===== config.mk =====
export PLATFORM = sky130hd
export DESIGN_NAME = axi2ahb_bridge
export DESIGN_NICKNAME = d
export VERILOG_FILES = /design/src/source/ahb_pkg.sv /design/src/source/axi_pkg.sv /design/src/source/ahb_master_fsm.sv /design/src/source/axi2ahb_bridge.sv /design/src/source/axi_resp_buffer.sv /design/src/source/axi_write_buffer.sv
export SDC_FILE = /design/constraint.sdc
export NUM_CORES = 1
export LEC_CHECK = 0
export ABC_AREA = 1
export BUFFER_PORTS_ARGS = -buffer_cell sky130_fd_sc_hd__buf_2
export CORE_MARGIN = 5
export CORE_UTILIZATION = 46
export CTS_CLUSTER_SIZE = 20
export DETAILED_ROUTE_END_ITERATION = 7
export PLACE_DENSITY = 0.86
export SLEW_MARGIN = 25
export SYNTH_ARGS = -nofsm -noshare
export SYNTH_HDL_FRONTEND = slang
export SYNTH_SLANG_ARGS = --single-unit

===== constraint.sdc =====
create_clock -name buf_clk -period 3.5 [get_ports buf_clk]
set_input_delay 0.7 -clock buf_clk [delete_from_list [all_inputs] [get_ports buf_clk]]
set_output_delay 0.7 -clock buf_clk [all_outputs]
set_load 0.05 [all_outputs]

===== src/source/ahb_pkg.sv =====
// AHB-Lite bus widths, transfer-type and size codes, address-phase request struct

package ahb_pkg;

  localparam int HADDR_W = 32;
  localparam int HDATA_W = 64;

  typedef enum logic [1:0] {
    IDLE   = 2'b00,
    NONSEQ = 2'b10
  } htrans_e;

  typedef enum logic [2:0] {
    BYTE  = 3'd0,
    HALF  = 3'd1,
    WORD  = 3'd2,
    DWORD = 3'd3
  } hsize_e;

  // Address and control of one transfer
  typedef struct packed {
    htrans_e            htrans;
    logic [HADDR_W-1:0] haddr;
    logic               hwrite;
    hsize_e             hsize;
    logic [3:0]         hprot;
  } ahb_req_t;

endpackage


===== src/source/axi_pkg.sv =====
// AXI field widths, beat and command structs, response codes, strobe decode functions

package axi_pkg;

  localparam int ID_W   = 4;
  localparam int ADDR_W = 32;
  localparam int DATA_W = 64;
  localparam int STRB_W = 8;

  // Shared by the AW and AR channels
  typedef struct packed {
    logic [ID_W-1:0]   id;
    logic [ADDR_W-1:0] addr;
    logic [2:0]        size;
    logic [2:0]        prot;
  } axi_addr_t;

  typedef struct packed {
    logic [DATA_W-1:0] data;
    logic [STRB_W-1:0] strb;
  } axi_w_t;

  typedef enum logic [1:0] {
    OKAY   = 2'b00,
    SLVERR = 2'b10
  } axi_resp_e;

  // Command selected from the write entry or the AR channel
  typedef struct packed {
    logic [ID_W-1:0]   id;
    logic [ADDR_W-1:0] addr;
    logic [2:0]        size;
    logic [2:0]        prot;
    logic              write;
    logic [DATA_W-1:0] data;
    logic [STRB_W-1:0] strb;
  } axi_cmd_t;

  typedef struct packed {
    logic [ID_W-1:0]   id;
    axi_resp_e         resp;
    logic [DATA_W-1:0] data;
    logic              write;
  } axi_rsp_t;

  // Transfer size from an aligned strobe pattern, AW size otherwise
  function automatic logic [2:0] strb_size(logic [STRB_W-1:0] strb, logic [2:0] size);
    case (strb)
      8'hff:                      return 3'd3;
      8'hf0, 8'h0f:               return 3'd2;
      8'hc0, 8'h30, 8'h0c, 8'h03: return 3'd1;
      default:                    return size;
    endcase
  endfunction

  // Byte offset of the lowest enabled lane
  function automatic logic [2:0] strb_offset(logic [STRB_W-1:0] strb);
    case (strb)
      8'h0c:        return 3'd2;
      8'hf0, 8'h30: return 3'd4;
      8'hc0:        return 3'd6;
      default:      return 3'd0;
    endcase
  endfunction

endpackage


===== src/source/ahb_master_fsm.sv =====
// Command take and AHB-Lite address/data phase FSM with response build

`timescale 1ns/1ns

module ahb_master_fsm (
  input  logic                         buf_clk,
  input  logic                         rst_l,
  input  axi_pkg::axi_cmd_t            cmd,
  input  logic                         cmd_valid,
  input  logic                         rsp_busy,
  output logic                         cmd_take,
  output logic                         idle,
  output ahb_pkg::ahb_req_t            ahb_req,
  output logic [ahb_pkg::HDATA_W-1:0]  hwdata,
  input  logic [ahb_pkg::HDATA_W-1:0]  hrdata,
  input  logic                         hready,
  input  logic                         hresp,
  output axi_pkg::axi_rsp_t            rsp,
  output logic                         rsp_load
);

  typedef enum logic [1:0] {
    S_IDLE = 2'd0,
    S_ADDR = 2'd1,
    S_DATA = 2'd2
  } state_e;

  state_e            state_q;
  state_e            state_d;
  axi_pkg::axi_cmd_t cmd_q;
  logic [2:0]        wr_size;
  logic [2:0]        wr_offset;

  ////////////////////////////////////////////////////////////
  // State machine
  ////////////////////////////////////////////////////////////

  // No new command while a response is still waiting
  assign cmd_take = (state_q == S_IDLE) & cmd_valid & ~rsp_busy;
  assign idle     = (state_q == S_IDLE);
  assign rsp_load = (state_q == S_DATA) & hready;

  always_comb begin
    state_d = state_q;
    case (state_q)
      S_IDLE: begin
        if (cmd_take) state_d = S_ADDR;
      end
      S_ADDR: begin
        if (hready) state_d = S_DATA;
      end
      S_DATA: begin
        if (hready) state_d = S_IDLE;
      end
      default: begin
        state_d = S_IDLE;
      end
    endcase
  end

  always_ff @(posedge buf_clk or negedge rst_l) begin
    if (!rst_l) begin
      state_q <= S_IDLE;
    end else begin
      state_q <= state_d;
    end
  end

  always_ff @(posedge buf_clk) begin
    if (cmd_take) begin
      cmd_q <= cmd;
    end
  end

  ////////////////////////////////////////////////////////////
  // Address phase
  ////////////////////////////////////////////////////////////

  // Writes take size and low address bits from the strobe
  assign wr_size   = axi_pkg::strb_size(cmd_q.strb, cmd_q.size);
  assign wr_offset = axi_pkg::strb_offset(cmd_q.strb);

  always_comb begin
    ahb_req.htrans = (state_q == S_ADDR) ? ahb_pkg::NONSEQ : ahb_pkg::IDLE;
    ahb_req.hwrite = cmd_q.write;
    if (cmd_q.write) begin
      ahb_req.haddr = {cmd_q.addr[axi_pkg::ADDR_W-1:3], wr_offset};
      ahb_req.hsize = ahb_pkg::hsize_e'(wr_size);
    end else begin
      ahb_req.haddr = cmd_q.addr;
      ahb_req.hsize = ahb_pkg::hsize_e'(cmd_q.size);
    end
    // Privileged, non-bufferable, non-cacheable; bit 0 marks data access
    ahb_req.hprot = {3'b001, ~cmd_q.prot[2]};
  end

  ////////////////////////////////////////////////////////////
  // Data phase and response
  ////////////////////////////////////////////////////////////

  assign hwdata = cmd_q.data;

  always_comb begin
    rsp.id    = cmd_q.id;
    rsp.write = cmd_q.write;
    if (hresp) begin
      rsp.resp = axi_pkg::SLVERR;
      rsp.data = '0;
    end else begin
      rsp.resp = axi_pkg::OKAY;
      rsp.data = cmd_q.write ? '0 : hrdata;
    end
  end

endmodule


===== src/source/axi2ahb_bridge.sv =====
// AXI to AHB-Lite bridge top level with command mux and read accept term

`timescale 1ns/1ns

module axi2ahb_bridge (
  input  logic                        buf_clk,
  input  logic                        rst_l,
  input  axi_pkg::axi_addr_t          aw,
  input  logic                        aw_valid,
  output logic                        aw_ready,
  input  axi_pkg::axi_w_t             w,
  input  logic                        w_valid,
  output logic                        w_ready,
  input  axi_pkg::axi_addr_t          ar,
  input  logic                        ar_valid,
  output logic                        ar_ready,
  output logic [axi_pkg::ID_W-1:0]    b_id,
  output axi_pkg::axi_resp_e          b_resp,
  output logic                        b_valid,
  input  logic                        b_ready,
  output logic [axi_pkg::ID_W-1:0]    r_id,
  output axi_pkg::axi_resp_e          r_resp,
  output logic [axi_pkg::DATA_W-1:0]  r_data,
  output logic                        r_last,
  output logic                        r_valid,
  input  logic                        r_ready,
  output ahb_pkg::ahb_req_t           ahb_req,
  output logic [ahb_pkg::HDATA_W-1:0] hwdata,
  input  logic [ahb_pkg::HDATA_W-1:0] hrdata,
  input  logic                        hready,
  input  logic                        hresp
);

  logic               wr_cmd_valid;
  axi_pkg::axi_addr_t wr_addr;
  axi_pkg::axi_w_t    wr_data;
  axi_pkg::axi_cmd_t  cmd;
  logic               cmd_take;
  logic               fsm_idle;
  axi_pkg::axi_rsp_t  rsp;
  logic               rsp_load;
  logic               rsp_busy;

  axi_write_buffer u_wbuf (
    .buf_clk      (buf_clk),
    .rst_l        (rst_l),
    .aw           (aw),
    .aw_valid     (aw_valid),
    .aw_ready     (aw_ready),
    .w            (w),
    .w_valid      (w_valid),
    .w_ready      (w_ready),
    .wr_release   (cmd_take & cmd.write),
    .wr_cmd_valid (wr_cmd_valid),
    .wr_addr      (wr_addr),
    .wr_data      (wr_data)
  );

  ////////////////////////////////////////////////////////////
  // Command mux
  ////////////////////////////////////////////////////////////

  // A complete write wins over AR
  always_comb begin
    if (wr_cmd_valid) begin
      cmd = '{id: wr_addr.id, addr: wr_addr.addr, size: wr_addr.size,
              prot: wr_addr.prot, write: 1'b1, data: wr_data.data, strb: wr_data.strb};
    end else begin
      cmd = '{id: ar.id, addr: ar.addr, size: ar.size,
              prot: ar.prot, write: 1'b0, data: '0, strb: '0};
    end
  end

  // AR handshake lines up with cmd_take for a read
  assign ar_ready = fsm_idle & ~rsp_busy & ~wr_cmd_valid;

  ahb_master_fsm u_fsm (
    .buf_clk   (buf_clk),
    .rst_l     (rst_l),
    .cmd       (cmd),
    .cmd_valid (wr_cmd_valid | ar_valid),
    .rsp_busy  (rsp_busy),
    .cmd_take  (cmd_take),
    .idle      (fsm_idle),
    .ahb_req   (ahb_req),
    .hwdata    (hwdata),
    .hrdata    (hrdata),
    .hready    (hready),
    .hresp     (hresp),
    .rsp       (rsp),
    .rsp_load  (rsp_load)
  );

  axi_resp_buffer u_rbuf (
    .buf_clk  (buf_clk),
    .rst_l    (rst_l),
    .rsp      (rsp),
    .rsp_load (rsp_load),
    .rsp_busy (rsp_busy),
    .b_id     (b_id),
    .b_resp   (b_resp),
    .b_valid  (b_valid),
    .b_ready  (b_ready),
    .r_id     (r_id),
    .r_resp   (r_resp),
    .r_data   (r_data),
    .r_last   (r_last),
    .r_valid  (r_valid),
    .r_ready  (r_ready)
  );

endmodule


===== src/source/axi_resp_buffer.sv =====
// One-entry response holding register steered to the AXI B or R channel

`timescale 1ns/1ns

module axi_resp_buffer (
  input  logic                        buf_clk,
  input  logic                        rst_l,
  input  axi_pkg::axi_rsp_t           rsp,
  input  logic                        rsp_load,
  output logic                        rsp_busy,
  output logic [axi_pkg::ID_W-1:0]    b_id,
  output axi_pkg::axi_resp_e          b_resp,
  output logic                        b_valid,
  input  logic                        b_ready,
  output logic [axi_pkg::ID_W-1:0]    r_id,
  output axi_pkg::axi_resp_e          r_resp,
  output logic [axi_pkg::DATA_W-1:0]  r_data,
  output logic                        r_last,
  output logic                        r_valid,
  input  logic                        r_ready
);

  axi_pkg::axi_rsp_t rsp_q;
  logic              full;
  logic              drain;

  assign drain = (b_valid & b_ready) | (r_valid & r_ready);

  always_ff @(posedge buf_clk or negedge rst_l) begin
    if (!rst_l) begin
      full <= 1'b0;
    end else if (rsp_load) begin
      full <= 1'b1;
    end else if (drain) begin
      full <= 1'b0;
    end
  end

  always_ff @(posedge buf_clk) begin
    if (rsp_load) begin
      rsp_q <= rsp;
    end
  end

  assign rsp_busy = full;

  // Steer by the write flag
  assign b_valid = full & rsp_q.write;
  assign b_id    = rsp_q.id;
  assign b_resp  = rsp_q.resp;

  assign r_valid = full & ~rsp_q.write;
  assign r_id    = rsp_q.id;
  assign r_resp  = rsp_q.resp;
  assign r_data  = rsp_q.data;
  assign r_last  = r_valid;   // single-beat reads only

endmodule


===== src/source/axi_write_buffer.sv =====
// One-entry AW and W holding registers with their ready signals

`timescale 1ns/1ns

module axi_write_buffer (
  input  logic               buf_clk,
  input  logic               rst_l,
  input  axi_pkg::axi_addr_t aw,
  input  logic               aw_valid,
  output logic               aw_ready,
  input  axi_pkg::axi_w_t    w,
  input  logic               w_valid,
  output logic               w_ready,
  input  logic               wr_release,
  output logic               wr_cmd_valid,
  output axi_pkg::axi_addr_t wr_addr,
  output axi_pkg::axi_w_t    wr_data
);

  logic aw_full;
  logic w_full;

  // Each slot takes a beat only while empty
  assign aw_ready     = ~aw_full;
  assign w_ready      = ~w_full;
  assign wr_cmd_valid = aw_full & w_full;

  always_ff @(posedge buf_clk or negedge rst_l) begin
    if (!rst_l) begin
      aw_full <= 1'b0;
      w_full  <= 1'b0;
    end else if (wr_release) begin
      aw_full <= 1'b0;
      w_full  <= 1'b0;
    end else begin
      if (aw_valid && aw_ready) aw_full <= 1'b1;
      if (w_valid && w_ready)   w_full  <= 1'b1;
    end
  end

  // Beat payloads
  always_ff @(posedge buf_clk) begin
    if (aw_valid && aw_ready) begin
      wr_addr <= aw;
    end
    if (w_valid && w_ready) begin
      wr_data <= w;
    end
  end

endmodule


## Word-level counts from Yosys, hierarchy flattened

Index checks and enable logic that the tools add are counted.

- Equality and inequality tests: 12
- Muxes and demuxes: 18
- Bitwise gates (word level): 19
- Reductions and logical operators: 11

Operators with widths:

| operator | number |
|---|---|
| 115-bit 2-to-1 mux | 1 |
| 66-bit 2-to-1 mux | 1 |
| 64-bit 2-to-1 mux | 1 |
| 8-bit == test, second input constant | 3 |
| 3-bit one-hot mux with 3 select lines | 2 |
| 8-bit by 4-bit == test with 1-bit output, second input constant | 2 |
| 1-bit AND | 11 |
| 8-bit by 2-bit == test with 1-bit output, second input constant | 1 |
| 8-bit by 6-bit == test with 1-bit output, second input constant | 1 |
| 2-bit 2-to-1 mux | 4 |
| 1-bit 2-to-1 mux | 6 |
| 3-bit 2-to-1 mux | 2 |
| 2-bit != test, second input constant | 3 |
| 1-bit NOT | 6 |
| 2-bit one-hot mux with 3 select lines | 1 |
| 2-bit nonzero test | 3 |
| 2-bit OR reduction | 3 |
| 4-bit OR reduction | 1 |
| 3-bit AND reduction | 1 |
| 2-bit by 1-bit == test with 1-bit output, second input constant | 1 |
| 2-bit == test, second input constant | 1 |
| 1-bit logical AND | 2 |
| 2-bit zero test | 1 |
| 1-bit bitwise OR | 2 |

- Register bits: 305
- Input port bits: 229
- Output and inout bits: 188
- Word-level logic and storage cells: 81

## Logic depth before layout (Yosys ltp)

- Depth in word-level cells: 6
- Gate-level depth with buffers: 9
- Depth with buffers taken out: 9

## By module

A second synthesis with hierarchy kept.

- Cell total of the unflattened synthesis: 1,017
- Area, all modules: 12,573.3 µm²

Modules (own cells, without submodules):

| module | instances | cells each | area each (µm²) | sequential area each (µm²) |
|---|---|---|---|---|
| ahb_master_fsm | 1 | 436 | 5,107.4 | 3,443.3 |
| axi_write_buffer | 1 | 128 | 3,518.4 | 3,473.3 |
| axi_resp_buffer | 1 | 160 | 2,780.2 | 2,157.1 |
| axi2ahb_bridge | 1 | 293 | 1,167.4 | 0.0 |

## Least setup slack after synthesis

OpenSTA, ideal clock, no wires.

- Path type: input-to-reg
- From: input port w_valid
- To: register u_wbuf.wr_data[0] (netlist name)
- Setup time: 504 ps
- Data arrival time: 3,758 ps
- Data required time: 2,996 ps
- Setup slack: -762 ps
- Cell stages on the path: 2
- Path buffers: 0
- Cells stage by stage: inv_1 > nor2_1

- Cells in the longest elaborated chain, start to end: 1

Ends and longest elaborated chain:

| element | RTL line | text |
|---|---|---|
| from (decl) | axi2ahb_bridge.sv:12 | `input logic w_valid,` |
| 1-bit logical AND | axi_write_buffer.sv:46 | `if (w_valid && w_ready) begin` |

No other way between the ends.
A chain may end at the register's enable or synchronous reset.

==> metrics.md <==
| Metric | Value |
|---|---|
| Power Density | `872.0 nW/um2` |
| Num rows | `61` |
| Clk sinks | `300` |
| Largest net degree at the start of global routing | `73` |
| CP arrival | `2220 ps` |
| Final hold violations | `0` |
| CTS clk-pin slew, worst paths | `70 ps` |
| Port bufs | `406` |
| R2r startpoint | `u_wbuf.aw_full$_DFFE_PN0P_` |
| Unrepaired setup endpoints after global routing | `no` |
| CTS tree | `yes` |
| Worst path most repeated cell | `nand2_1` |
| First-pass GRT wire length | `39290 um` |
| Boundary pin count | `417` |
| Final Core Density | `53.96%` |
| TritonRoute pass-1 iters | `5` |
| Relative slew slack | `55.11%` |
| Register bit total from synthesis | `300` |
| Sequential share of the synthesized area | `70.19%` |
| Worst setup path class | `register to output port` |
| GRT overflow | `0` |
| Worst IR Drop VDD | `0.0005694 V` |
| Effective utilization at floorplan | `46.32%` |
| Setup TNS | `0 ps` |
| Hold Crit Start | `w[55]` |
| Crit path capture type | `output port` |
| Reg-to-reg setup timing slack | `1400 ps` |
| Final HPWL from detailed placement | `19290 um` |
| Post-Place Cell Area | `13940 um2` |
| GP Congestion | `0.8348` |
| Synth cell types | `19` |
| Synthesized area | `12800 um2` |
| Die width | `176.8 um` |
| CTS buffer count | `30` |
| Core area | `27630 um2` |
| Syn avg cell area | `13.07 um2` |
| Hold Path Depth | `1` |
| WP buf/inv | `2` |
| Final Max Slew Viols | `0` |
| Routed via count | `7072` |
| Crit-path cells | `nor2_1, nand2_1, inv_1, nand2_1, a31oi_1, buf_2` |
| Initial antenna violation count | `10` |
| FMAX | `341.9 MHz` |
| Fin crit period | `2925 ps` |
| Skew-Pair Late Insertion Delay | `560 ps` |
| GRT Util Overall | `16.05%` |
| Fillers | `2194` |
| Avg WL per Cell | `16.18 um` |
| Synth Warn # | `0` |
| Routed WL | `26480 um` |
| Final net count | `1462` |
| CP Launch Type | `register` |
| Max clock buf depth | `3` |
| Leak Pwr | `6.667 nW` |
| Final period util | `83.56%` |
| Crit path max fanout | `3` |
| Syn Inst Count | `979` |
| R2R Path End | `u_fsm.hwdata[18]$_SDFFCE_PN0P_` |
| Htree depth | `1` |
| Slowest CP cell | `a31oi_1` |
| Crit path max-delay family | `buffers and inverters` |
| Fraction of layout cells with a size suffix above 1 | `41.88%` |
| Worst hold endpoint | `u_wbuf.wr_data[55]$_DFFE_PP_` |
| Critical path data required time | `2800 ps` |
| CP max stage delay | `430 ps` |
| # setup viols final | `0` |
| Die Ht | `176.8 um` |
| Drt via density | `4.320` |
| Final hold slack | `311.5 ps` |
| Root Buffer | `clkbuf_16` |
| Reg2Reg Depth | `4` |
| Drt first-iter violations | `409` |
| Status | `complete, no violations` |
| DRT antenna net count | `0` |
| Most frequent cells in the layout | `406 x buf_2, 295 x edfxtp_1, 159 x inv_1` |
| Type of the worst min-delay path | `input port to register` |
| Die footprint | `31260 um2` |
| Commonest non-fill, non-tap cell in the layout | `buf_2` |
| Area grow syn2layout | `16.49%` |
| Max_cap viols | `0` |
| Worst-Margin Slew | `673.3 ps` |
| Design area | `14910 um2` |
| DR DRC count | `0` |
| Fin Clk Skew | `26.90 ps` |
| Vias in the first global route | `7252` |
[state kept, by name (all words and copies together) (netlist names), 2 cells and up]
| signal | flops |
|---|---|
| u_wbuf.wr_data | 72 |
| u_fsm.cmd_q | 44 |
| u_fsm.rsp | 4 |
| u_rbuf.b_id | 4 |
| u_rbuf.r_data | 64 |
| u_wbuf.wr_addr | 40 |
| u_fsm.state_q | 2 |
| u_fsm.hwdata | 64 |
[through the flow]
stage	instances	setup slack, ps	total power [mW]
after global routing	1636	389.3	13.60
after floorplan	983	41.34	9.568
after detailed placement	1578	1166	10.04
after CTS	1634	514.6	13.16
final	1637	575.4	13.00
after global placement	1578	1209	9.934
[cell families (layout without fill, tap and decap cells)]
logic type	Yosys count	in the layout	synth area share, %
other	2	9	0.05868
flip-flops	300	300	70.19
buffers and inverters	362	635	16.79
AO/OA/AOI/OAI	9	9	0.4008
AND/OR/NAND/NOR	306	306	12.56
[cell usage after synthesis (all sizes together)]
master / number / area, um2
or2: 1 / 6.260
nand2: 148 / 555.5
nand3: 5 / 25.02
edfxtp: 295 / 8859
o221ai: 1 / 8.760
o21ai: 4 / 20.02
a31oi: 2 / 12.51
a21oi: 2 / 10.01
clkbuf: 3 / 11.26
conb: 2 / 7.510
nor2: 152 / 1021
buf: 197 / 1529
dfrtp: 5 / 125.1
inv: 162 / 608.1
[routing by layer]
layer	part of all wire, %	routed length (um)	GRT usage (%)	vias up
met5	0.38	101	0	-
met3	10	2696	5.554	63
li1	-	-	-	3435
met2	51	13450	28.55	326
met1	36	9417	17.95	3234
met4	3.1	808	5.577	14
[final cells by class]
| class | count | area, um2 | share of cell area, % |
|---|---|---|---|
| antenna | 3 | 7.507 | 0.05035 |
| clock buffer | 35 | 769.5 | 5.161 |
| clock inverter | 20 | 183.9 | 1.234 |
| inverter | 162 | 610.6 | 4.095 |
| multi-input combinational | 321 | 1707 | 11.45 |
| sequential | 300 | 8984 | 60.26 |
| tap | 378 | 473.0 | 3.172 |
| timing repair buffer | 418 | 2175 | 14.59 |
[repair_timing]
item,in CTS,in global routing
endpoints found under the hold margin,5,0
resized for setup,0,0
hold buffers,1,0
buffers inserted,0,0
[worst max-delay path by stage]
stage,slack [ps],start,cells after the start,end
2_1_floorplan,40,ar_valid,2,u_fsm.ahb_req[7]$_DFFE_PP_
3_3_place_gp,1210,u_fsm.cmd_q[5]$_SDFFCE_PN0P_,6,ahb_req[9]
3_5_place_dp,1170,u_fsm.cmd_q[5]$_SDFFCE_PN0P_,6,ahb_req[9]
4_1_cts,510,u_fsm.cmd_q[5]$_SDFFCE_PN0P_,6,ahb_req[9]
5_1_grt,390,u_fsm.cmd_q[5]$_SDFFCE_PN0P_,6,ahb_req[9]
6_report,580,u_fsm.cmd_q[5]$_SDFFCE_PN0P_,6,ahb_req[9]
[where the power goes]
part	leakage, nW	switching (mW)	internal, mW	total [mW]
clock network	0.469	1.30	1.79	3.09
logic	3.37	3.63	0.853	4.49
registers	2.83	0.259	5.17	5.43
total	6.67	5.19	7.81	13.0
Power figures use the tool's default switching activity.
